**src/hw/vcache_pkg.sv**
```systemverilog
// ==========================================================================
// vcache shared definitions
// tile controller states, statistics counter width and the word offsets
// of the configuration bus
// ==========================================================================

package vcache_pkg;

  // tile controller state
  typedef enum logic [2:0] {
    INIT,
    IDLE,
    LOOKUP,
    FILL,
    WRITE,
    BYPASS
  } tile_state_e;

  // hit and miss counters
  localparam int cnt_width_c = 16;

  // configuration bus word address width
  localparam int cfg_adr_width_c = 6;

  // bypass mask, one bit per tile
  localparam logic [5:0] reg_bypass_c = 6'd0;

  // hits of tile k at base plus k
  localparam logic [5:0] reg_hits_base_c = 6'd16;

  // misses of tile k at base plus k
  localparam logic [5:0] reg_misses_base_c = 6'd32;

endpackage

```
**src/hw/vcache_store.sv**
```systemverilog
// ==========================================================================
// vcache storage array
// single port, synchronous read, write-first; payload type set by the
// instantiating tile so one array serves both tags and data words
// ==========================================================================

`timescale 1ns/10ps

module vcache_store
  #(parameter type payload_t = logic
    , parameter int depth_p = 8
    , localparam int addr_width_lp = $clog2(depth_p)
  )
  (
    input clk_i
    , input we_i
    , input [addr_width_lp-1:0] addr_i
    , input payload_t wdata_i
    , output payload_t rdata_o
  );

  payload_t mem_r [depth_p];

  // new data shows on the read port in the write cycle
  always_ff @(posedge clk_i) begin
    if (we_i) begin
      mem_r[addr_i] <= wdata_i;
      rdata_o <= wdata_i;
    end
    else begin
      rdata_o <= mem_r[addr_i];
    end
  end

endmodule

```
**src/hw/vcache_tile.sv**
```systemverilog
// ==========================================================================
// vcache tile
// direct-mapped, write-through, no-write-allocate cache with one word per
// block; Wishbone classic slave to the north, master to the south; one
// stage of the reset chain
// ==========================================================================

`timescale 1ns/10ps

module vcache_tile
  #(parameter int sets_p = 8
    , parameter int addr_width_p = 12
    , parameter int data_width_p = 32
    , localparam int index_width_lp = $clog2(sets_p)
    , localparam int tag_width_lp = addr_width_p - index_width_lp
  )
  (
    input clk_i
    , input reset_i
    , output logic reset_o
    , input bypass_i

    // north, from the cores
    , input n_cyc_i
    , input n_stb_i
    , input n_we_i
    , input [addr_width_p-1:0] n_adr_i
    , input [data_width_p-1:0] n_dat_i
    , output logic [data_width_p-1:0] n_dat_o
    , output logic n_ack_o

    // south, to memory
    , output logic s_cyc_o
    , output logic s_stb_o
    , output logic s_we_o
    , output logic [addr_width_p-1:0] s_adr_o
    , output logic [data_width_p-1:0] s_dat_o
    , input [data_width_p-1:0] s_dat_i
    , input s_ack_i

    , output logic hit_o
    , output logic miss_o
  );

  typedef struct packed {
    logic valid;
    logic [tag_width_lp-1:0] tag;
  } tag_entry_s;

  vcache_pkg::tile_state_e state_r;
  logic [index_width_lp-1:0] init_cnt_r;

  logic req_we_r;
  logic [addr_width_p-1:0] req_adr_r;
  logic [data_width_p-1:0] req_dat_r;
  logic [data_width_p-1:0] n_dat_r;

  logic s_req_r;
  logic n_ack_r;
  logic hit_r;
  logic miss_r;

  logic accept;
  logic hit;
  logic [index_width_lp-1:0] store_idx;
  logic tag_we;
  tag_entry_s tag_wdata;
  tag_entry_s tag_rdata;
  logic data_we;
  logic [data_width_p-1:0] data_wdata;
  logic [data_width_p-1:0] data_rdata;

  // one registered stage of the reset chain
  always_ff @(posedge clk_i) begin
    reset_o <= reset_i;
  end

  // no new request while the previous ack is still up
  assign accept = (state_r == vcache_pkg::IDLE) && n_cyc_i && n_stb_i && !n_ack_r;

  always_comb begin
    if (accept) begin
      store_idx = n_adr_i[index_width_lp-1:0];
    end
    else if (state_r == vcache_pkg::INIT) begin
      store_idx = init_cnt_r;
    end
    else begin
      store_idx = req_adr_r[index_width_lp-1:0];
    end
  end

  assign hit = tag_rdata.valid
               && (tag_rdata.tag == req_adr_r[addr_width_p-1:index_width_lp]);

  // sweep clears valid, fill installs the line
  assign tag_we = (state_r == vcache_pkg::INIT) || ((state_r == vcache_pkg::FILL) && s_ack_i);
  assign tag_wdata = (state_r == vcache_pkg::INIT)
                     ? '0
                     : {1'b1, req_adr_r[addr_width_p-1:index_width_lp]};

  // write hit updates the word as the write goes south
  assign data_we = ((state_r == vcache_pkg::LOOKUP) && req_we_r && hit)
                   || ((state_r == vcache_pkg::FILL) && s_ack_i);
  assign data_wdata = (state_r == vcache_pkg::FILL) ? s_dat_i : req_dat_r;

  vcache_store #(
    .payload_t(tag_entry_s)
    ,.depth_p(sets_p)
  ) i_tag_store (
    .clk_i(clk_i)
    ,.we_i(tag_we)
    ,.addr_i(store_idx)
    ,.wdata_i(tag_wdata)
    ,.rdata_o(tag_rdata)
  );

  vcache_store #(
    .payload_t(logic [data_width_p-1:0])
    ,.depth_p(sets_p)
  ) i_data_store (
    .clk_i(clk_i)
    ,.we_i(data_we)
    ,.addr_i(store_idx)
    ,.wdata_i(data_wdata)
    ,.rdata_o(data_rdata)
  );

  always_ff @(posedge clk_i) begin
    if (reset_i) begin
      state_r <= vcache_pkg::INIT;
      init_cnt_r <= '0;
      s_req_r <= 1'b0;
      n_ack_r <= 1'b0;
      hit_r <= 1'b0;
      miss_r <= 1'b0;
    end
    else begin
      n_ack_r <= 1'b0;
      hit_r <= 1'b0;
      miss_r <= 1'b0;
      case (state_r)
        vcache_pkg::INIT: begin
          init_cnt_r <= init_cnt_r + 1'b1;
          if (init_cnt_r == index_width_lp'(sets_p - 1)) begin
            state_r <= vcache_pkg::IDLE;
          end
        end
        vcache_pkg::IDLE: begin
          if (accept) begin
            state_r <= vcache_pkg::LOOKUP;
          end
        end
        vcache_pkg::LOOKUP: begin
          if (req_we_r) begin
            state_r <= vcache_pkg::WRITE;
            s_req_r <= 1'b1;
          end
          else if (bypass_i) begin
            state_r <= vcache_pkg::BYPASS;
            s_req_r <= 1'b1;
          end
          else if (hit) begin
            state_r <= vcache_pkg::IDLE;
            n_ack_r <= 1'b1;
            hit_r <= 1'b1;
          end
          else begin
            state_r <= vcache_pkg::FILL;
            s_req_r <= 1'b1;
          end
        end
        vcache_pkg::FILL, vcache_pkg::WRITE, vcache_pkg::BYPASS: begin
          // late south ack just holds everything
          if (s_ack_i) begin
            state_r <= vcache_pkg::IDLE;
            s_req_r <= 1'b0;
            n_ack_r <= 1'b1;
            miss_r <= (state_r == vcache_pkg::FILL);
          end
        end
        default: state_r <= vcache_pkg::INIT;
      endcase
    end
  end

  always_ff @(posedge clk_i) begin
    if (accept) begin
      req_we_r <= n_we_i;
      req_adr_r <= n_adr_i;
      req_dat_r <= n_dat_i;
    end
    if (state_r == vcache_pkg::LOOKUP) begin
      n_dat_r <= data_rdata;
    end
    else if (s_req_r && s_ack_i) begin
      n_dat_r <= s_dat_i;
    end
  end

  assign n_dat_o = n_dat_r;
  assign n_ack_o = n_ack_r;
  assign s_cyc_o = s_req_r;
  assign s_stb_o = s_req_r;
  assign s_we_o = req_we_r;
  assign s_adr_o = req_adr_r;
  assign s_dat_o = req_dat_r;
  assign hit_o = hit_r;
  assign miss_o = miss_r;

endmodule

```
**src/hw/vcache_cfg_regs.sv**
```systemverilog
// ==========================================================================
// vcache configuration and statistics registers
// Wishbone classic slave with a registered ack; holds the per-tile read
// bypass mask and saturating hit and miss counters, cleared by a write
// ==========================================================================

`timescale 1ns/10ps

module vcache_cfg_regs
  #(parameter int num_tiles_p = 4
    , parameter int data_width_p = 32
    , localparam int adr_width_lp = vcache_pkg::cfg_adr_width_c
    , localparam int cnt_width_lp = vcache_pkg::cnt_width_c
  )
  (
    input clk_i
    , input reset_i

    , input wb_cyc_i
    , input wb_stb_i
    , input wb_we_i
    , input [adr_width_lp-1:0] wb_adr_i
    , input [data_width_p-1:0] wb_dat_i
    , output logic [data_width_p-1:0] wb_dat_o
    , output logic wb_ack_o

    , input [num_tiles_p-1:0] hit_i
    , input [num_tiles_p-1:0] miss_i
    , output logic [num_tiles_p-1:0] bypass_o
  );

  logic stb_seen;
  logic wr_en;
  logic ack_r;
  logic [data_width_p-1:0] dat_r;
  logic [data_width_p-1:0] rd_data;
  logic [num_tiles_p-1:0] bypass_r;

  // index 0 is hits, index 1 is misses
  logic [1:0][num_tiles_p-1:0] ev;
  logic [1:0][num_tiles_p-1:0] sel;
  logic [1:0][num_tiles_p-1:0][cnt_width_lp-1:0] cnt;

  assign stb_seen = wb_cyc_i && wb_stb_i && !ack_r;
  assign wr_en = stb_seen && wb_we_i;
  assign ev = {miss_i, hit_i};

  always_ff @(posedge clk_i) begin
    if (reset_i) begin
      ack_r <= 1'b0;
      bypass_r <= '0;
    end
    else begin
      ack_r <= stb_seen;
      if (wr_en && (wb_adr_i == vcache_pkg::reg_bypass_c)) begin
        bypass_r <= wb_dat_i[num_tiles_p-1:0];
      end
    end
  end

  for (genvar k = 0; k < num_tiles_p; k++) begin : g_tile
    for (genvar s = 0; s < 2; s++) begin : g_kind
      localparam int offset_lp = (s == 0 ? vcache_pkg::reg_hits_base_c
                                         : vcache_pkg::reg_misses_base_c) + k;
      logic [cnt_width_lp-1:0] count_r;

      assign sel[s][k] = (wb_adr_i == adr_width_lp'(offset_lp));

      // saturate at all ones, any write clears
      always_ff @(posedge clk_i) begin
        if (reset_i) begin
          count_r <= '0;
        end
        else if (wr_en && sel[s][k]) begin
          count_r <= '0;
        end
        else if (ev[s][k] && (count_r != '1)) begin
          count_r <= count_r + 1'b1;
        end
      end

      assign cnt[s][k] = count_r;
    end
  end

  // unmapped offsets read as zero
  always_comb begin
    rd_data = '0;
    if (wb_adr_i == vcache_pkg::reg_bypass_c) begin
      rd_data = data_width_p'(bypass_r);
    end
    for (int s = 0; s < 2; s++) begin
      for (int k = 0; k < num_tiles_p; k++) begin
        if (sel[s][k]) begin
          rd_data = data_width_p'(cnt[s][k]);
        end
      end
    end
  end

  always_ff @(posedge clk_i) begin
    if (stb_seen) begin
      dat_r <= rd_data;
    end
  end

  assign wb_dat_o = dat_r;
  assign wb_ack_o = ack_r;
  assign bypass_o = bypass_r;

endmodule

```
**src/hw/vcache_tile_array.sv**
```systemverilog
// ==========================================================================
// vcache tile array
// a row of cache tiles, one per core column, with reset passed down the
// row one register per tile; configuration block sits beside the row
// ==========================================================================

`timescale 1ns/10ps

module vcache_tile_array
  #(parameter int num_tiles_p = 4
    , parameter int sets_p = 8
    , parameter int addr_width_p = 12
    , parameter int data_width_p = 32
  )
  (
    input clk_i
    , input reset_i

    // configuration port
    , input cfg_cyc_i
    , input cfg_stb_i
    , input cfg_we_i
    , input [vcache_pkg::cfg_adr_width_c-1:0] cfg_adr_i
    , input [data_width_p-1:0] cfg_dat_i
    , output logic [data_width_p-1:0] cfg_dat_o
    , output logic cfg_ack_o

    // north, one port per tile
    , input [num_tiles_p-1:0] n_cyc_i
    , input [num_tiles_p-1:0] n_stb_i
    , input [num_tiles_p-1:0] n_we_i
    , input [num_tiles_p-1:0][addr_width_p-1:0] n_adr_i
    , input [num_tiles_p-1:0][data_width_p-1:0] n_dat_i
    , output logic [num_tiles_p-1:0][data_width_p-1:0] n_dat_o
    , output logic [num_tiles_p-1:0] n_ack_o

    // south, one port per tile
    , output logic [num_tiles_p-1:0] s_cyc_o
    , output logic [num_tiles_p-1:0] s_stb_o
    , output logic [num_tiles_p-1:0] s_we_o
    , output logic [num_tiles_p-1:0][addr_width_p-1:0] s_adr_o
    , output logic [num_tiles_p-1:0][data_width_p-1:0] s_dat_o
    , input [num_tiles_p-1:0][data_width_p-1:0] s_dat_i
    , input [num_tiles_p-1:0] s_ack_i
  );

  logic [num_tiles_p-1:0] reset_li;
  logic [num_tiles_p-1:0] reset_lo;
  logic [num_tiles_p-1:0] hit_lo;
  logic [num_tiles_p-1:0] miss_lo;
  logic [num_tiles_p-1:0] bypass_lo;

  vcache_cfg_regs #(
    .num_tiles_p(num_tiles_p)
    ,.data_width_p(data_width_p)
  ) i_cfg_regs (
    .clk_i(clk_i)
    ,.reset_i(reset_i)
    ,.wb_cyc_i(cfg_cyc_i)
    ,.wb_stb_i(cfg_stb_i)
    ,.wb_we_i(cfg_we_i)
    ,.wb_adr_i(cfg_adr_i)
    ,.wb_dat_i(cfg_dat_i)
    ,.wb_dat_o(cfg_dat_o)
    ,.wb_ack_o(cfg_ack_o)
    ,.hit_i(hit_lo)
    ,.miss_i(miss_lo)
    ,.bypass_o(bypass_lo)
  );

  for (genvar x = 0; x < num_tiles_p; x++) begin : g_tile
    // tile x leaves reset x cycles after tile 0
    if (x == 0) begin : g_head
      assign reset_li[x] = reset_i;
    end
    else begin : g_link
      assign reset_li[x] = reset_lo[x-1];
    end

    vcache_tile #(
      .sets_p(sets_p)
      ,.addr_width_p(addr_width_p)
      ,.data_width_p(data_width_p)
    ) i_tile (
      .clk_i(clk_i)
      ,.reset_i(reset_li[x])
      ,.reset_o(reset_lo[x])
      ,.bypass_i(bypass_lo[x])
      ,.n_cyc_i(n_cyc_i[x])
      ,.n_stb_i(n_stb_i[x])
      ,.n_we_i(n_we_i[x])
      ,.n_adr_i(n_adr_i[x])
      ,.n_dat_i(n_dat_i[x])
      ,.n_dat_o(n_dat_o[x])
      ,.n_ack_o(n_ack_o[x])
      ,.s_cyc_o(s_cyc_o[x])
      ,.s_stb_o(s_stb_o[x])
      ,.s_we_o(s_we_o[x])
      ,.s_adr_o(s_adr_o[x])
      ,.s_dat_o(s_dat_o[x])
      ,.s_dat_i(s_dat_i[x])
      ,.s_ack_i(s_ack_i[x])
      ,.hit_o(hit_lo[x])
      ,.miss_o(miss_lo[x])
    );
  end

endmodule

```
**config.mk**
```make
export PLATFORM = sky130hd
export DESIGN_NAME = vcache_tile_array
export DESIGN_NICKNAME = d
export VERILOG_FILES = /design/src/hw/vcache_pkg.sv /design/src/hw/vcache_store.sv /design/src/hw/vcache_tile.sv /design/src/hw/vcache_cfg_regs.sv /design/src/hw/vcache_tile_array.sv
export SDC_FILE = /design/constraint.sdc
export NUM_CORES = 2
export LEC_CHECK = 0
export BUFFER_PORTS_ARGS = -buffer_cell sky130_fd_sc_hd__clkbuf_2
export CAP_MARGIN = 40
export CORE_MARGIN = 2
export CORE_UTILIZATION = 59
export DETAILED_ROUTE_END_ITERATION = 10
export GPL_ROUTABILITY_DRIVEN = 0
export PLACE_DENSITY = 0.84
export SLEW_MARGIN = 20
export SYNTH_ARGS = -nofsm -noshare
export SYNTH_HDL_FRONTEND = slang
export SYNTH_SLANG_ARGS = --single-unit
export TNS_END_PERCENT = 20
```
**constraint.sdc**
```tcl
create_clock -name clk_i -period 8.2 [get_ports clk_i]
set_input_delay 0.82 -clock clk_i [delete_from_list [all_inputs] [get_ports clk_i]]
set_output_delay 0.82 -clock clk_i [all_outputs]
set_load 0.02 [all_outputs]
```
[Word level (Yosys, flattened, before mapping)]
Memory sizes are Yosys's and may differ from the RTL's. A register that Yosys moved wholly into a read port is not among the register bits.
Index checks and enable logic that the tools add are counted.
Cells by class
  add/subtract/negate cells: 12
  equality and inequality tests: 60
  muxes and demuxes: 117
  bitwise logic cells: 12
  reductions and logical operators: 107
Operator list (count)
  two-way mux 32 bit: 12
  adder 16 x 1 -> 16 bit (second input constant): 8
  two-way mux 16 bit: 8
  != test 16 bit (second input constant): 8
  two-way mux 3 bit: 28
  logical AND 1 bit: 52
  two-way mux 1 bit: 48
  case mux 3 bit (4 select lines): 4
  two-way mux 10 bit: 4
  == test 3 bit (second input constant): 12
  == test 9 bit: 4
  == test 3 x 2 -> 1 bit (second input constant): 8
  == test 6 x 5 -> 1 bit (second input constant): 4
  == test 6 bit (second input constant): 4
  AND reduction 3 bit: 8
  OR reduction 2 bit: 12
  OR reduction 3 bit: 8
  != test 2 bit (second input constant): 8
  != test 4 x 3 -> 1 bit (second input constant): 4
  case mux 1 bit (2 select lines): 8
  nonzero test 2 bit: 8
  adder 3 x 1 -> 3 bit (second input constant): 4
  == test 3 x 1 -> 1 bit (second input constant): 4
  logical NOT 3 bit: 4
  8 further kinds: 36
Storage, ports and cells
  flip-flop bits (word level): 516
  memory bits (writable): 1344
  bits of input ports: 363
  output and inout port bits: 353
  word-level logic and storage cells: 371
  memories kept: 8
Memories
  g_tile[0].i_tile.i_data_store.mem_r: depth 8, width 32, rd ports 1, clocked after Yosys merged registers in 1, write ports 1, line vcache_store.sv:22  | payload_t mem_r [depth_p];
  g_tile[1].i_tile.i_data_store.mem_r: depth 8, width 32, rd ports 1, clocked after Yosys merged registers in 1, write ports 1, line vcache_store.sv:22
  g_tile[2].i_tile.i_data_store.mem_r: depth 8, width 32, rd ports 1, clocked after Yosys merged registers in 1, write ports 1, line vcache_store.sv:22
  g_tile[3].i_tile.i_data_store.mem_r: depth 8, width 32, rd ports 1, clocked after Yosys merged registers in 1, write ports 1, line vcache_store.sv:22
  g_tile[0].i_tile.i_tag_store.mem_r: depth 8, width 10, rd ports 1, clocked after Yosys merged registers in 1, write ports 1, line vcache_store.sv:22
  g_tile[1].i_tile.i_tag_store.mem_r: depth 8, width 10, rd ports 1, clocked after Yosys merged registers in 1, write ports 1, line vcache_store.sv:22
  +2 memories

[Depth between registers and ports, before layout]
  depth in word-level cells: 10
  gate-level depth with buffers: 10
  gate-level depth less buffers: 8

[Cells and area by module]
Synthesis repeated with hierarchy kept, for this count alone.
Unflattened totals
  cells, all modules: 3979
  area total of the unflattened synthesis: 75802.7 sq um
Modules (own cells, without submodules)
  vcache_store at g_tile[0].i_tile.i_data_store ...: instances 4, cells each 386, area an instance 9885.7 sq um, sequential area each 7747.4 sq um
  vcache_tile: instances 4, cells each 250, area an instance 3857.4 sq um, sequential area each 2532.4 sq um
  vcache_store at g_tile[0].i_tile.i_tag_store ...: instances 4, cells each 131, area an instance 3193.1 sq um, sequential area each 2462.4 sq um
  vcache_cfg_regs: instances 1, cells each 911, area an instance 8057.7 sq um, sequential area each 3143.0 sq um

[Worst setup path before layout]
No wires, ideal clock.
  kind: input port to flip-flop
  start: input n_stb_i[1]
  end: memory g_tile[1].i_tile.i_data_store.mem_r[0][0] in the netlist's numbering, enable pin
  library setup time: 461 ps
  arrival: 6575 ps
  data required time: 7739 ps
  path slack: 1164 ps
  cell stages on the path: 6
  buffers on the path: 0
  cell sequence: nand2_1 > or3_1 > nor2_1 > o21ai_0 > or2_2 > nor3_1
Between the ends
  word-level cells in the longest chain between the ends: 3
RTL lines
  start: declaration: line vcache_tile_array.sv:30  | , input [num_tiles_p-1:0] n_stb_i
  logical AND 1 bit (2 in series): line vcache_tile.sv:79  | assign accept = (state_r == vcache_pkg::IDLE) && n_cyc_i && n_stb_i && !n_ack_r;
  via g_tile[1].i_tile.accept: line vcache_tile.sv:63  | logic accept;
  two-way mux 3 bit: line vcache_tile.sv:82  | if (accept) begin
  via g_tile[1].i_tile.i_data_store.addr_i[1]: line vcache_store.sv:17  | , input [addr_width_lp-1:0] addr_i
  end: declaration: line vcache_store.sv:22
The timed path passes the listed nets, and every way through them passes these cells.

==> impl_summary.txt <==
----------------------------------------------------
[Global routing]
  Congestion Overflow GR ... 0
  Initial antenna violation count ... 6
  First-pass GRT wire length ... 254 mm
  Maximum number of pins on one net before global-route repair ... 69
  Via count of the first global-routing pass ... 42600
  Global-route usage over all layers ... 0.267

[Yosys]
  Synthesized area per cell ... 17.0 um^2
  Post-synth ARST share ... 0
  Post-synthesis cell type count ... 69
  Portion of synthesized cell area occupied by the leading cell type ... 0.682
  Synth Register Bits ... 1856
  Gate count of the mapped netlist ... 4331
  Post-synthesis sequential area ratio ... 0.733
  Flip-flop cell with the highest count after synthesis ... sky130_fd_sc_hd__edfxtp_1
  Summed instance area of the synthesized netlist ... 0.0735 mm^2
  Largest area contributor in the synthesized netlist ... sky130_fd_sc_hd__edfxtp_1
  Largest cells by area after synthesis ... sky130_fd_sc_hd__edfxtp_1, sky130_fd_sc_hd__mux4_2, sky130_fd_sc_hd__dfxtp_1, sky130_fd_sc_hd__mux2i_1, sky130_fd_sc_hd__nand2_1
  Number of enable flip-flop cells after synthesis ... 1668
  Dominant cell by count in the synthesized netlist ... sky130_fd_sc_hd__edfxtp_1
  Cell types with the highest counts after synthesis ... sky130_fd_sc_hd__edfxtp_1, sky130_fd_sc_hd__nand2_1, sky130_fd_sc_hd__nor2_1, sky130_fd_sc_hd__mux4_2, sky130_fd_sc_hd__mux2i_1
  Warning count from the yosys run ... 0

[Cells and area]
  Layout Area Growth over Synthesis ... 16.0%
  Fin nets ... 5473
  Share of post-route cells with drive strength above 1 ... 0.285
  Final Non-Filler Cells ... 6885

[Routing]
  Post-route ant nets ... 0
  Vias post-DR ... 42200
  Remaining design rule violation count ... 0
  First-pass detailed-route iteration total ... 6
  DRT Wirelength ... 172 mm
  Drt wl/cell ... 25.0 um
  Via density per instance ... 6.13
  Number of DRC markers after the initial detailed-route iteration ... 4856

[Pwr]
  Switching Fraction ... 0.256
  PwrDens ... 273 mW/mm^2
  Total internal power ... 17300 uW
  Static leakage ... 0.0294 uW
  Sequential group share of total power ... 0.482
  Max rail drop VDD ... 0.000366 V
  Net Sw Power ... 5950 uW
  Gate power share ... 0.163
  Portion of total power attributed to the clock network ... 0.355

[Timing]
  Final setup skew ... 50.4 ps
  Hold slack final ... 155 ps
  Fmax ... 233 MHz
  Final Hold Viols ... 0
  Tmin final ... 4290 ps
  Worst-margin pin slew ... 911 ps
  Final period util ... 0.523
  Final Setup Violations ... 0
  Unrepaired setup endpoints after global routing ... false
  Worst slew margin relative to its limit ... 0.387
  Max-slew violation total from the final report ... 0
  Total negative setup slack ... 0 ps

[Worst setup path]
  Critical path endpoint category ... flop
  Start-to-end type of the worst setup path ... reg2reg
  CP Max Fanout ... 37
  Kind of start point of the critical path ... flop
  Data arrival time of the critical path ... 4720 ps
  Critical Path RT ... 8630 ps

[Clocking]
  TritonCTS buffer count ... 180
  CTS H-Tree Depth ... 4
  Number of gates given a new drive strength after cts ... 0
  Clock tree from TritonCTS ... yes
  CTS sink count ... 1856
  Post-cts hold buffer count ... 0
  Post-CTS Setup Inserts ... 0
  Worst-skew pair later-pin latency ... 840 ps
  CTS clk-pin slew, worst paths ... 60 ps
  Root Buffer ... sky130_fd_sc_hd__clkbuf_16
  Maximum buffer depth of the clock tree ... 3

[Die]
  Die height ... 357 um
  Die Area ... 0.127 mm^2
  Standard cell core area ... 0.124 mm^2
  Num ports ... 716
  Die Wd ... 357 um
  Starting density of the core ... 0.594
  Number of rows in the core area ... 129

[Placement]
  Number of cells after detailed placement ... 6544
  Port buffer count ... 671
  HPWL after detailed placement ... 106 mm

[Outcome]
  Status ... complete, no violations

[Flow run]
  Maxcap violations ... 0

[Hold path]
  Classification of the worst-slack hold path ... in2reg

----------------------------------------------------
[registers in the layout, summed over array words and instances, names as in the netlist, named ones only]
signal / cells
g_tile.i_tile.state_r: 12
g_tile.i_tile.n_dat_o: 128
g_tile.i_tile.s_adr_o: 48
i_cfg_regs.bypass_o: 4
g_tile.i_tile.hit_o: 4
g_tile.i_tile.miss_o: 4
g_tile.i_tile.reset_o: 3
g_tile.i_tile.n_ack_o: 4
g_tile.i_tile.i_tag_store.mem_r: 320
g_tile.i_tile.s_cyc_o: 4
g_tile.i_tile.s_dat_o: 128
i_cfg_regs.g_tile.g_kind.count_r: 128
g_tile.i_tile.init_cnt_r: 12
g_tile.i_tile.i_data_store.mem_r: 1024
g_tile.i_tile.s_we_o: 4
i_cfg_regs.wb_ack_o: 1
i_cfg_regs.wb_dat_o: 16
[power by group through the flow]
stage	clock [uW]	combinational, uW	sequential [uW]
after floorplan	0	2780	11200
final	8240	3780	11200
after CTS	8350	3800	11200
after global routing	8690	4030	11300
after global placement	0	3360	11500
after detailed placement	0	3720	11400
[final timing paths]
check / startpoint / endpoint / slack (ps) / cells past startpoint
worst max-delay path: flop / g_tile[1].i_tile.i_data_store.mem_r[0][29]$_DFFE_PP_ / 3910 / 10
worst min-delay path: n_dat_i[40] / g_tile[1].i_tile.s_dat_o[8]$_DFFE_PP_ / 150 / 1
worst max register to register: flop / g_tile[1].i_tile.i_data_store.mem_r[0][29]$_DFFE_PP_ / 3910 / 10
worst min register to register: i_cfg_regs.wb_ack_o$_SDFF_PP0_ / i_cfg_regs.wb_ack_o$_SDFF_PP0_ / 470 / 1
[worst max-delay path, cell delays in order, from the launching register on]
cell	delay (ps)
sky130_fd_sc_hd__dfxtp_4	820
sky130_fd_sc_hd__buf_4	440
sky130_fd_sc_hd__buf_12	280
sky130_fd_sc_hd__mux4_2	550
sky130_fd_sc_hd__inv_1	90
sky130_fd_sc_hd__a311oi_1	130
sky130_fd_sc_hd__nor4_2	430
sky130_fd_sc_hd__a41oi_1	230
sky130_fd_sc_hd__buf_4	260
sky130_fd_sc_hd__nor3_2	130
sky130_fd_sc_hd__buf_4	490
[cells by family (layout without fill, tap and decap cells)]
family | after synthesis | count (layout) | share of synthesized area
fa+ha+maj | 16 | 16 | 0.00272
flops | 1856 | 1856 | 0.733
other cells | 1 | 20 | 0.0000510
xor+xnor | 139 | 139 | 0.0166
compound gates | 348 | 348 | 0.0289
mux | 584 | 584 | 0.135
buf+inv | 260 | 1158 | 0.0160
simple gates | 1127 | 1127 | 0.0683
[routing by layer]
layer  wire [um]  up-vias  global-route usage
met3       14300      404              0.0454
met5          40        -                   0
met1       62400    21300               0.339
met4        6870        6               0.116
met2       88300     2254               0.456
li1            -    18300                   -
[area by class of cell]
cell class / count / area, um^2
Multi-Input combinational cell: 2230 / 18700
Sequential cell: 1856 / 53900
Antenna cell: 4 / 10.0
Timing Repair Buffer: 794 / 4520
Fill cell: 7531 / 38400
Clock buffer: 238 / 4840
Inverter: 32 / 120
Clock inverter: 94 / 1070
Tap cell: 1637 / 2050
[placed cells by master, fill, tap and decap left out, types with 57 or more instances in the layout]
cell type / n
sky130_fd_sc_hd__mux4_2: 315
sky130_fd_sc_hd__clkbuf_16: 182
sky130_fd_sc_hd__buf_4: 89
sky130_fd_sc_hd__nand3_1: 57
sky130_fd_sc_hd__a21oi_1: 146
sky130_fd_sc_hd__edfxtp_1: 1668
sky130_fd_sc_hd__nand2_1: 463
sky130_fd_sc_hd__mux2i_1: 221
sky130_fd_sc_hd__o21ai_0: 79
sky130_fd_sc_hd__clkbuf_2: 671
sky130_fd_sc_hd__xor2_1: 100
sky130_fd_sc_hd__nor2_1: 323
sky130_fd_sc_hd__dfxtp_1: 176
[stage by stage]
step | instance area (um^2) | util | setup WS, ps | total power, uW
global route | 85200 | 0.689 | 3630 | 24000
detailed placement | 79200 | 0.641 | 3740 | 15100
floorplan | 73500 | - | 1160 | 14000
CTS | 85200 | 0.689 | 3700 | 23400
finish | 85200 | 0.689 | 3910 | 23200
global placement | 78600 | 0.636 | 3640 | 14800
(Power assumes the default switching activity.)
